## config.mk

```make
export PLATFORM = sky130hd
export DESIGN_NAME = board_ctrl_top
export DESIGN_NICKNAME = d
export VERILOG_FILES = /design/src/board_ctrl_pkg.sv /design/src/cfg_regs.sv /design/src/rtc_divider.sv /design/src/fan_pwm.sv /design/src/board_ctrl_top.sv
export SDC_FILE = /design/constraint.sdc
export NUM_CORES = 1
export LEC_CHECK = 0
export BUFFER_PORTS_ARGS = -buffer_cell sky130_fd_sc_hd__buf_2
export CELL_PAD_IN_SITES_DETAIL_PLACEMENT = 0
export CELL_PAD_IN_SITES_GLOBAL_PLACEMENT = 1
export CORE_MARGIN = 2
export CORE_UTILIZATION = 37
export DETAILED_ROUTE_END_ITERATION = 8
export PLACE_DENSITY = 0.84
export SLEW_MARGIN = 20
export SYNTH_ARGS = -nofsm -noshare
export SYNTH_HDL_FRONTEND = slang
export SYNTH_SLANG_ARGS = --single-unit
```

## constraint.sdc

```tcl
create_clock -name soc_clk -period 4.6 [get_ports soc_clk]
set_clock_uncertainty 0.1 [all_clocks]
set_input_delay 0.46 -clock soc_clk [delete_from_list [all_inputs] [get_ports soc_clk]]
set_output_delay 0.46 -clock soc_clk [all_outputs]
set_load 0.005 [all_outputs]
```

## src/board_ctrl_pkg.sv

```systemverilog
/*
 * Board control package
 * Bus widths, register map and timing constants shared by the
 * register file, RTC divider and fan PWM generator
 */

package board_ctrl_pkg;

  //////////////////////////////
  // Bus and I/O widths
  //////////////////////////////

  // Wishbone word address and data
  localparam int WB_ADR_W = 4;
  localparam int WB_DAT_W = 32;

  localparam int NUM_LED = 8;

  // Fan setting and board switches share one width
  localparam int FAN_W = 4;

  //////////////////////////////
  // Fan PWM timing
  //////////////////////////////

  localparam int PWM_STEPS    = 2 ** FAN_W;
  localparam int PWM_PRESCALE = 4;

  localparam int                    PRESCALE_W   = $clog2(PWM_PRESCALE);
  localparam logic [PRESCALE_W-1:0] PRESCALE_MAX = PRESCALE_W'(PWM_PRESCALE - 1);
  localparam logic [FAN_W-1:0]      STEP_MAX     = FAN_W'(PWM_STEPS - 1);

  //////////////////////////////
  // RTC divider timing
  //////////////////////////////

  // Half period of rtc_o in soc_clk cycles, full period is 50
  localparam int RTC_HALF_PERIOD = 25;

  localparam int                   RTC_CNT_W   = $clog2(RTC_HALF_PERIOD);
  localparam logic [RTC_CNT_W-1:0] RTC_CNT_MAX = RTC_CNT_W'(RTC_HALF_PERIOD - 1);

  //////////////////////////////
  // Register map
  //////////////////////////////

  // Word addresses, anything above REG_FAN_OVR is unmapped
  typedef enum logic [WB_ADR_W-1:0] {
    REG_LED     = 4'd0,
    REG_FAN_CTL = 4'd1,
    REG_FAN_OVR = 4'd2
  } reg_addr_e;

endpackage

```

## src/cfg_regs.sv

```systemverilog
/*
 * Board configuration register file
 * Wishbone classic slave holding the LED, fan setting and fan
 * override registers, one-cycle ack with no wait states
 */

`timescale 1ns/1ns

module cfg_regs import board_ctrl_pkg::*; (
  input  logic                soc_clk,
  input  logic                rst_n,
  input  logic                wb_cyc_i,
  input  logic                wb_stb_i,
  input  logic                wb_we_i,
  input  reg_addr_e           wb_adr_i,
  input  logic [WB_DAT_W-1:0] wb_dat_i,
  input  logic [FAN_W-1:0]    fan_sw_i,
  output logic                wb_ack_o,
  output logic [WB_DAT_W-1:0] wb_dat_o,
  output logic [NUM_LED-1:0]  led_o,
  output logic [FAN_W-1:0]    fan_setting_o
);

  logic                ack_q;
  logic [WB_DAT_W-1:0] rdata_q;
  logic [WB_DAT_W-1:0] rdata_d;
  logic [NUM_LED-1:0]  led_q;
  logic [FAN_W-1:0]    fan_q;
  logic                ovr_q;

  logic req;
  logic wr_req;
  logic rd_req;

  //////////////////////////////
  // Bus handshake
  //////////////////////////////

  // New request only while no ack is pending, so each transfer acks once
  assign req    = wb_cyc_i & wb_stb_i & ~ack_q;
  assign wr_req = req & wb_we_i;
  assign rd_req = req & ~wb_we_i;

  always_ff @(posedge soc_clk or negedge rst_n) begin
    if (!rst_n) begin
      ack_q <= 1'b0;
    end else begin
      ack_q <= req;
    end
  end

  //////////////////////////////
  // Registers
  //////////////////////////////

  always_ff @(posedge soc_clk or negedge rst_n) begin
    if (!rst_n) begin
      led_q <= '0;
      ovr_q <= 1'b0;
    end else if (wr_req) begin
      case (wb_adr_i)
        REG_LED:     led_q <= wb_dat_i[NUM_LED-1:0];
        REG_FAN_OVR: ovr_q <= wb_dat_i[0];
        default: ;
      endcase
    end
  end

  // Switches win over the bus unless software holds the override
  always_ff @(posedge soc_clk or negedge rst_n) begin
    if (!rst_n) begin
      fan_q <= '0;
    end else if (!ovr_q) begin
      fan_q <= fan_sw_i;
    end else if (wr_req && wb_adr_i == REG_FAN_CTL) begin
      fan_q <= wb_dat_i[FAN_W-1:0];
    end
  end

  //////////////////////////////
  // Read path
  //////////////////////////////

  // Unused upper bits and unmapped addresses read as zero
  always_comb begin
    rdata_d = '0;
    case (wb_adr_i)
      REG_LED:     rdata_d[NUM_LED-1:0] = led_q;
      REG_FAN_CTL: rdata_d[FAN_W-1:0]   = fan_q;
      REG_FAN_OVR: rdata_d[0]           = ovr_q;
      default: ;
    endcase
  end

  // Data bus stays low outside the ack cycle of a read
  always_ff @(posedge soc_clk or negedge rst_n) begin
    if (!rst_n) begin
      rdata_q <= '0;
    end else if (rd_req) begin
      rdata_q <= rdata_d;
    end else begin
      rdata_q <= '0;
    end
  end

  assign wb_ack_o      = ack_q;
  assign wb_dat_o      = rdata_q;
  assign led_o         = led_q;
  assign fan_setting_o = fan_q;

  //////////////////////////////
  // Assertions
  //////////////////////////////

  // Master holds its request through ack, the slave must not ack it twice
  a_ack_single: assert property (
    @(posedge soc_clk) disable iff (!rst_n)
    wb_ack_o |=> !wb_ack_o
  ) else $error("wb_ack_o high in two consecutive cycles");

  // Ack answers a request seen in the cycle before
  a_ack_after_req: assert property (
    @(posedge soc_clk) disable iff (!rst_n)
    wb_ack_o |-> $past(wb_cyc_i && wb_stb_i)
  ) else $error("wb_ack_o without a request in the previous cycle");

endmodule

```

## src/rtc_divider.sv

```systemverilog
/*
 * RTC divider
 * Free-running divide-by-50 of soc_clk into the rtc_o square wave
 */

`timescale 1ns/1ns

module rtc_divider import board_ctrl_pkg::*; (
  input  logic soc_clk,
  input  logic rst_n,
  output logic rtc_o
);

  logic [RTC_CNT_W-1:0] cnt_q;
  logic [RTC_CNT_W-1:0] cnt_d;
  logic                 rtc_q;
  logic                 rtc_d;
  logic                 wrap;

  //////////////////////////////
  // Half period counter
  //////////////////////////////

  assign wrap = (cnt_q == RTC_CNT_MAX);

  // Toggle the output once per half period
  always_comb begin
    cnt_d = cnt_q + 1'b1;
    rtc_d = rtc_q;
    if (wrap) begin
      cnt_d = '0;
      rtc_d = ~rtc_q;
    end
  end

  always_ff @(posedge soc_clk or negedge rst_n) begin
    if (!rst_n) begin
      cnt_q <= '0;
      rtc_q <= 1'b0;
    end else begin
      cnt_q <= cnt_d;
      rtc_q <= rtc_d;
    end
  end

  assign rtc_o = rtc_q;

  // Counter width allows values past the wrap point
  a_cnt_range: assert property (
    @(posedge soc_clk) disable iff (!rst_n)
    cnt_q <= RTC_CNT_MAX
  ) else $error("RTC counter beyond half period");

endmodule

```

## src/fan_pwm.sv

```systemverilog
/*
 * Fan PWM generator
 * 16-step PWM with prescaler, duty taken from the fan setting
 * sampled at each period start
 */

`timescale 1ns/1ns

module fan_pwm import board_ctrl_pkg::*; (
  input  logic             soc_clk,
  input  logic             rst_n,
  input  logic [FAN_W-1:0] fan_setting_i,
  output logic             fan_pwm_o
);

  logic [PRESCALE_W-1:0] pre_q;
  logic [FAN_W-1:0]      step_q;
  logic [FAN_W-1:0]      setting_q;

  logic step_adv;
  logic period_end;

  //////////////////////////////
  // Period counters
  //////////////////////////////

  assign step_adv   = (pre_q == PRESCALE_MAX);
  assign period_end = step_adv && (step_q == STEP_MAX);

  always_ff @(posedge soc_clk or negedge rst_n) begin
    if (!rst_n) begin
      pre_q <= '0;
    end else if (step_adv) begin
      pre_q <= '0;
    end else begin
      pre_q <= pre_q + 1'b1;
    end
  end

  always_ff @(posedge soc_clk or negedge rst_n) begin
    if (!rst_n) begin
      step_q <= '0;
    end else if (period_end) begin
      step_q <= '0;
    end else if (step_adv) begin
      step_q <= step_q + 1'b1;
    end
  end

  //////////////////////////////
  // Duty compare
  //////////////////////////////

  // Sample once per period so a change mid-period cannot glitch the output
  always_ff @(posedge soc_clk or negedge rst_n) begin
    if (!rst_n) begin
      setting_q <= '0;
    end else if (period_end) begin
      setting_q <= fan_setting_i;
    end
  end

  // High for the first setting steps of each period
  assign fan_pwm_o = (step_q < setting_q);

  // Fan fully off for setting 0
  a_off_at_zero: assert property (
    @(posedge soc_clk) disable iff (!rst_n)
    (setting_q == '0) |-> !fan_pwm_o
  ) else $error("fan_pwm_o high with zero setting");

endmodule

```

## src/board_ctrl_top.sv

```systemverilog
/*
 * Board control top level
 * Register file, RTC divider and fan PWM generator beside the SoC
 */

`timescale 1ns/1ns

module board_ctrl_top import board_ctrl_pkg::*; (
  input  logic                soc_clk,
  input  logic                rst_n,
  input  logic                wb_cyc_i,
  input  logic                wb_stb_i,
  input  logic                wb_we_i,
  input  reg_addr_e           wb_adr_i,
  input  logic [WB_DAT_W-1:0] wb_dat_i,
  output logic                wb_ack_o,
  output logic [WB_DAT_W-1:0] wb_dat_o,
  input  logic [FAN_W-1:0]    fan_sw_i,
  output logic [NUM_LED-1:0]  led_o,
  output logic                fan_pwm_o,
  output logic                rtc_o
);

  logic [FAN_W-1:0] fan_setting;

  //////////////////////////////
  // Register file
  //////////////////////////////

  // LEDs leave straight from their register
  cfg_regs u_cfg_regs (
    .soc_clk       ( soc_clk     ),
    .rst_n         ( rst_n       ),
    .wb_cyc_i      ( wb_cyc_i    ),
    .wb_stb_i      ( wb_stb_i    ),
    .wb_we_i       ( wb_we_i     ),
    .wb_adr_i      ( wb_adr_i    ),
    .wb_dat_i      ( wb_dat_i    ),
    .fan_sw_i      ( fan_sw_i    ),
    .wb_ack_o      ( wb_ack_o    ),
    .wb_dat_o      ( wb_dat_o    ),
    .led_o         ( led_o       ),
    .fan_setting_o ( fan_setting )
  );

  //////////////////////////////
  // RTC
  //////////////////////////////

  rtc_divider u_rtc_divider (
    .soc_clk ( soc_clk ),
    .rst_n   ( rst_n   ),
    .rtc_o   ( rtc_o   )
  );

  //////////////////////////////
  // Fan control
  //////////////////////////////

  fan_pwm u_fan_pwm (
    .soc_clk       ( soc_clk     ),
    .rst_n         ( rst_n       ),
    .fan_setting_i ( fan_setting ),
    .fan_pwm_o     ( fan_pwm_o   )
  );

endmodule

```

==> flow_summary.toml, run 1 <==
[layout]
antennaDiodeCount = 0
fin_nets = 251
multi_input_area_sq_um = 767.0
area_growth_pct = 14.13
seqCellArea_sq_um = 950.9
nFillCells = 457
drive_gt1_share_pct = 32.00

[worst_setup_path]
start_kind = "flop"
crit_buf_inv = 1
worstPathArrival_ps = 1550
crit_family = "flip-flops"
end_kind = "primary output"
path_class = "flop to primary output"
crit_required_ps = 4040
crit_fanout = 5
crit_chain = "ha_1 > a21boi_0 > o21ai_0 > o2bb2ai_1 > buf_2"
slowest_delay_ps = 430
critical-path-slowest-cell = "dfrtp_1"

[drt]
vias = 1157
wl_mm = 2.933
drt-vias-per-instance = 4.333
wl_per_cell_um = 10.99
antenna_left = 0
drc = 0
first_pass_iters = 4
drt_iter0_drc = 22

[flow_run]
cap_violations = 0

[synthesis]
async_flop_share_pct = 100.0
synth_edf_count = 0
synth_xor_area_share_pct = 0.9377
syn_inst = 158
ys_warn_count = 0
synthSimpleGateAreaFrac_pct = 10.72
synth_mux_area_share_pct = 13.33
synth_top_family_by_area = "multiplexers"
synth_fa_ha_area_share_pct = 4.689
synth_compound_area_share_pct = 6.564
yosys_most_used_dff = "dfrtp_1"
syn-cell-area_sq_um = 1868
ys_ff_latch = 38
synth.avg_cell_area_sq_um = 11.82
synth-seq-area-share_pct = 50.90
post_synth_num_cell_types = 31

[timing]
min_period_ps = 2107
rsz0062_at_grt = "false"
fmax_mhz = 474.5
finalHoldViolations = 0
finalSetupViolations = 0
worstMarginPinSlew_ps = 791.9
slew_violations = 0
post-route-period-util_pct = 45.81
relSlewSlack_pct = 47.20
tns_ps = 0
worst_slack_ps = 2493

[worst_hold_path]
hp-class = "input pin to asynchronous set/reset pin"

[global_routing]
grt_use_total_pct = 11.12
antenna_found_initial = 0
grt_pass1_wl_mm = 4.574
grt-ovfl-total = 0
use_met3_pct = 4.284
grt_max_degree = 39
use_met1_pct = 14.47
met2_usage_pct = 16.28
top_usage_layer = "met2"
first_global_vias = 979

[clocking]
clock_path_buffers = 2
path_clk_slew_ps = 70
htree_num_levels = 2
cts_made_buffers = 5
hold_buffers = 0
cts_tree = "built"
post_cts_resized = 0
post_cts_buffers = 0
worstSkewPairLatency_ps = 290
clockRootBuffer = "clkbuf_8"
cts_sinks = 38

[place]
place_hpwl_mm = 2.282
pre_cts_ws_ps = 2354
numPortBuffers = 39
place_congestion = 0.7521

[die]
core_area_sq_um = 4786
die_x_um = 75.06
start_util_pct = 39.03
row_count = 25
die_height_um = 75.06
io_pins = 88
dieArea_sq_um = 5633

[power]
vdd_drop_max_mv = 0.2886
p_per_area_nw_per_um2 = 325.1
power_leakage_nw = 1.079

[status]
status = "finished clean"
[where the power goes]
part | leakage (nW) | switching, mW | internal [mW] | total (mW)
combinational | 0.535 | 0.0284 | 0.0303 | 0.0587
clock | 0.0579 | 0.113 | 0.159 | 0.273
sequential | 0.487 | 0.0131 | 0.349 | 0.362
[area by class of cell]
cell class                      instances  share of cell area (%)
Multi-Input combinational cell        108                   35.97
Tap cell                               67                   3.932
Clock inverter                          3                   1.878
Inverter                                7                   1.232
Clock buffer                            5                   3.228
Sequential cell                        38                   44.60
Timing Repair Buffer                   39                   9.155
[worst paths after layout]
| path | from | endpoint | slack (ps) | depth (start not counted) |
|---|---|---|---|---|
| hold / removal | rst_n | u_cfg_regs.wb_dat_o[0] | 150 | 1 |
| hold reg to reg | u_fan_pwm.pre_q[0] | u_fan_pwm.pre_q[0] | 340 | 1 |
| min in group soc_clk | wb_dat_i[5] | u_cfg_regs.led_o[5] | 300 | 2 |
| setup reg to reg | u_cfg_regs.wb_ack_o | u_cfg_regs.led_o[2] | 2800 | 3 |
| setup / recovery | u_fan_pwm.step_q[1] | fan_pwm_o | 2490 | 5 |
| max in group asynchronous | rst_n | u_cfg_regs.led_o[1] | 3740 | 1 |
[per-layer routing]
layer / share of wire (%) / vias to the layer above / wire [um]
met4: 2.0 / 0 / 58
met2: 48 / 40 / 1397
met1: 44 / 534 / 1276
li1: - / 578 / -
met3: 6.8 / 5 / 200
met5: 0 / - / 0
[layout by cell type, fill, tap and decap left out, drive strengths merged, types with 2 or more instances in the layout]
master | Yosys | layout
buf | 26 | 39
clkbuf | 2 | 5
nor2 | 12 | 12
a22oi | 4 | 4
clkinv | 0 | 2
a21oi | 5 | 5
nand3 | 4 | 4
and3 | 2 | 2
nand2 | 4 | 4
inv | 7 | 7
mux2i | 5 | 5
nand4 | 3 | 3
mux2 | 15 | 15
o21ai | 7 | 7
dfrtp | 38 | 38
and2 | 4 | 4
conb | 1 | 24
ha | 7 | 7
[flip-flops by register name (all words and copies together), names as in the netlist]
register                  count
u_cfg_regs.fan_setting_o      4
u_fan_pwm.setting_q           4
u_cfg_regs.wb_dat_o           8
u_cfg_regs.wb_ack_o           1
u_cfg_regs.ovr_q              1
u_cfg_regs.led_o              8
u_rtc_divider.rtc_o           1
u_rtc_divider.cnt_q           5
u_fan_pwm.pre_q               2
u_fan_pwm.step_q              4
[cells by family (layout without fill, tap and decap cells)]
| family | after synthesis | in the layout |
|---|---|---|
| buf+inv | 35 | 54 |
| flops | 38 | 38 |
| simple gates | 35 | 35 |
| fa+ha+maj | 7 | 7 |
| compound gates | 20 | 20 |
| other cells | 1 | 24 |
| mux | 20 | 20 |
| xor+xnor | 2 | 2 |
[cell usage after synthesis (5+ instances only)]
cell type  count  area share, %
o21ai_0        7            1.9
buf_4         24            9.6
ha_1           7            4.7
a21oi_1        5            1.3
nor2_1        12            2.4
mux2_4         8            6.4
mux2_2         7            4.2
mux2i_1        5            2.7
dfrtp_1       38             51
inv_1          7            1.4
[through the flow]
stage / cell area, sq um / hold slack [ps] / utilization (%) / power, mW / cells
2_1_floorplan: 1954 / 64.41 / - / 0.4099 / 181
4_1_cts: 2132 / 190.1 / 44.55 / 0.7027 / 267
3_3_place_gp: 2023 / 314.6 / 42.27 / 0.4259 / 259
5_1_grt: 2132 / 226.0 / 44.55 / 0.7273 / 267
3_5_place_dp: 2023 / 322.3 / 42.27 / 0.4272 / 259
6_report: 2132 / 145.9 / 44.55 / 0.6932 / 267
Note: power is estimated with default switching activity, not from simulation.
==> run 2: changes to the inputs <==
CORE_UTILIZATION = 31   (was 37)
PLACE_DENSITY = 0.75   (was 0.84)
clock period = 1.8 ns   (was 4.6 ns; I/O delays follow)
==> run 2 against run 1 <==
Critical path type unchanged. Largest power group unchanged. Critical path depth increased by 1. Cell area increased by 4.6%. Largest cell class unchanged. Sequential share of layout area down 2.0 points. Worst setup slack got worse by 2400 ps. Total power grew to 2.5 times the previous value. Worst hold slack got worse by 120 ps. Via count grew 2.5%.
==> flow_summary.toml, run 2 (synthesized netlist as in run 1, its figures left out) <==
[status]
status = "finished clean"

[drt]
wl_mm = 3.239
vias = 1186
first_pass_iters = 3
drt_iter0_drc = 41
drc = 0
drt-vias-per-instance = 4.191
wl_per_cell_um = 11.45
antenna_left = 0

[place]
place_congestion = 0.6968
numPortBuffers = 39
place_hpwl_mm = 2.517

[global_routing]
grt-ovfl-total = 0
first_global_vias = 1070
grt_max_degree = 21
grt_use_total_pct = 10.64
antenna_found_initial = 0
grt_pass1_wl_mm = 5.154

[layout]
nFillCells = 602
seqCellArea_sq_um = 950.9
final_common_cell = "buf_2"
fin_nets = 259
mostFrequentLayoutCells = "buf_2 (39), dfrtp_1 (38), conb_1 (24)"
area_growth_pct = 19.42
antennaDiodeCount = 0
multi_input_area_sq_um = 767.0
drive_gt1_share_pct = 34.13

[power]
vdd_drop_max_mv = 0.3655
p_per_area_nw_per_um2 = 788.0
p_total_mw = 1.758
power_leakage_nw = 1.126

[worst_setup_path]
crit_fanout = 2
slowest_delay_ps = 350
path_class = "flop to primary output"
critical-path-slowest-cell = "dfrtp_1"
end_kind = "primary output"
r2r_slack_ps = 210
crit_chain = "inv_1 > ha_1 > a21boi_1 > o21ai_1 > o2bb2ai_1 > buf_2"
crit_required_ps = 1520
start_kind = "flop"
worstPathArrival_ps = 1470

[timing]
tns_ps = 0
rsz0062_at_grt = "true"
hold_ws_ps = 22.60
post-route-period-util_pct = 97.08
slew_violations = 0
min_period_ps = 1747
fmax_mhz = 572.3
finalSetupViolations = 0
finalHoldViolations = 0

[die]
dieArea_sq_um = 6663
core_area_sq_um = 5886
io_pins = 88
row_count = 28
die_height_um = 81.63
start_util_pct = 31.74
die_x_um = 81.63

[clocking]
clockRootBuffer = "clkbuf_8"
cts_sinks = 38
htree_num_levels = 2
worstSkewPairLatency_ps = 290
clock_path_buffers = 2
cts_tree = "built"
path_clk_slew_ps = 70
cts_made_buffers = 5

[worst_hold_path]
hp-class = "input pin to flop"

[flow_run]
cap_violations = 0
run 2: final cells by class:
| class | instances | share of cell area (%) |
|---|---|---|
| Clock buffer | 8 | 4.936 |
| Timing Repair Buffer | 47 | 12.68 |
| Tap cell | 75 | 4.206 |
| Inverter | 7 | 1.178 |
| Multi-Input combinational cell | 108 | 34.38 |
| Sequential cell | 38 | 42.62 |
run 2: power breakdown:
part           internal (mW)  leakage (nW)  switching [mW]  total (mW)
clock network          0.387        0.0575           0.287       0.673
registers              0.891         0.487          0.0336       0.924
logic                 0.0858         0.582          0.0748       0.161
total                   1.36          1.13           0.395        1.76
run 2: per-stage QoR:
| step | util, % | worst slack [ps] | instance area, sq um | cells |
|---|---|---|---|---|
| 2_1_floorplan | - | 337.9 | 1954 | 181 |
| 3_3_place_gp | 35.74 | 166.3 | 2103 | 273 |
| 3_5_place_dp | 35.74 | 165.4 | 2103 | 273 |
| 4_1_cts | 37.90 | 10.01 | 2231 | 283 |
| 5_1_grt | 37.90 | -60.42 | 2231 | 283 |
| 6_report | 37.90 | 52.57 | 2231 | 283 |
run 2: worst paths after layout:
check	start	endpoint	cells past startpoint
max	u_fan_pwm.setting_q[1]	fan_pwm_o	6
min	wb_dat_i[6]	u_cfg_regs.led_o[6]	2
max reg2reg	u_fan_pwm.step_q[1]	u_fan_pwm.setting_q[3]	4
min reg2reg	u_fan_pwm.pre_q[0]	u_fan_pwm.pre_q[0]	1
max in group asynchronous	rst_n	u_rtc_divider.cnt_q[1]	3
min in group asynchronous	rst_n	u_fan_pwm.setting_q[3]	2
run 2: repair_timing:
| item | in CTS | in global routing |
|---|---|---|
| resized for setup | 1 | 1 |
| hold endpoints to repair | 18 | 0 |
| setup buffers | 1 | 0 |
| pin swaps | 0 | 0 |
| hold buffers | 1 | 0 |
| endpoints found under the setup margin | 1 | 1 |
run 2: critical path, delay by kind of cell, from the launching register on:
family,cells,cell delay [ps]
AOI/OAI and AO/OA,3,380
adders and majority gates,1,270
DFF,1,350
buffers and inverters,2,180
run 2: metal layers:
layer  global-route usage, %  part of all wire (%)  vias up
met5                       0                     0        -
met4                   6.500                   2.8        0
met3                   2.418                   4.9        6
met2                   16.80                    48       29
met1                   13.22                    44      558
li1                        -                     -      593
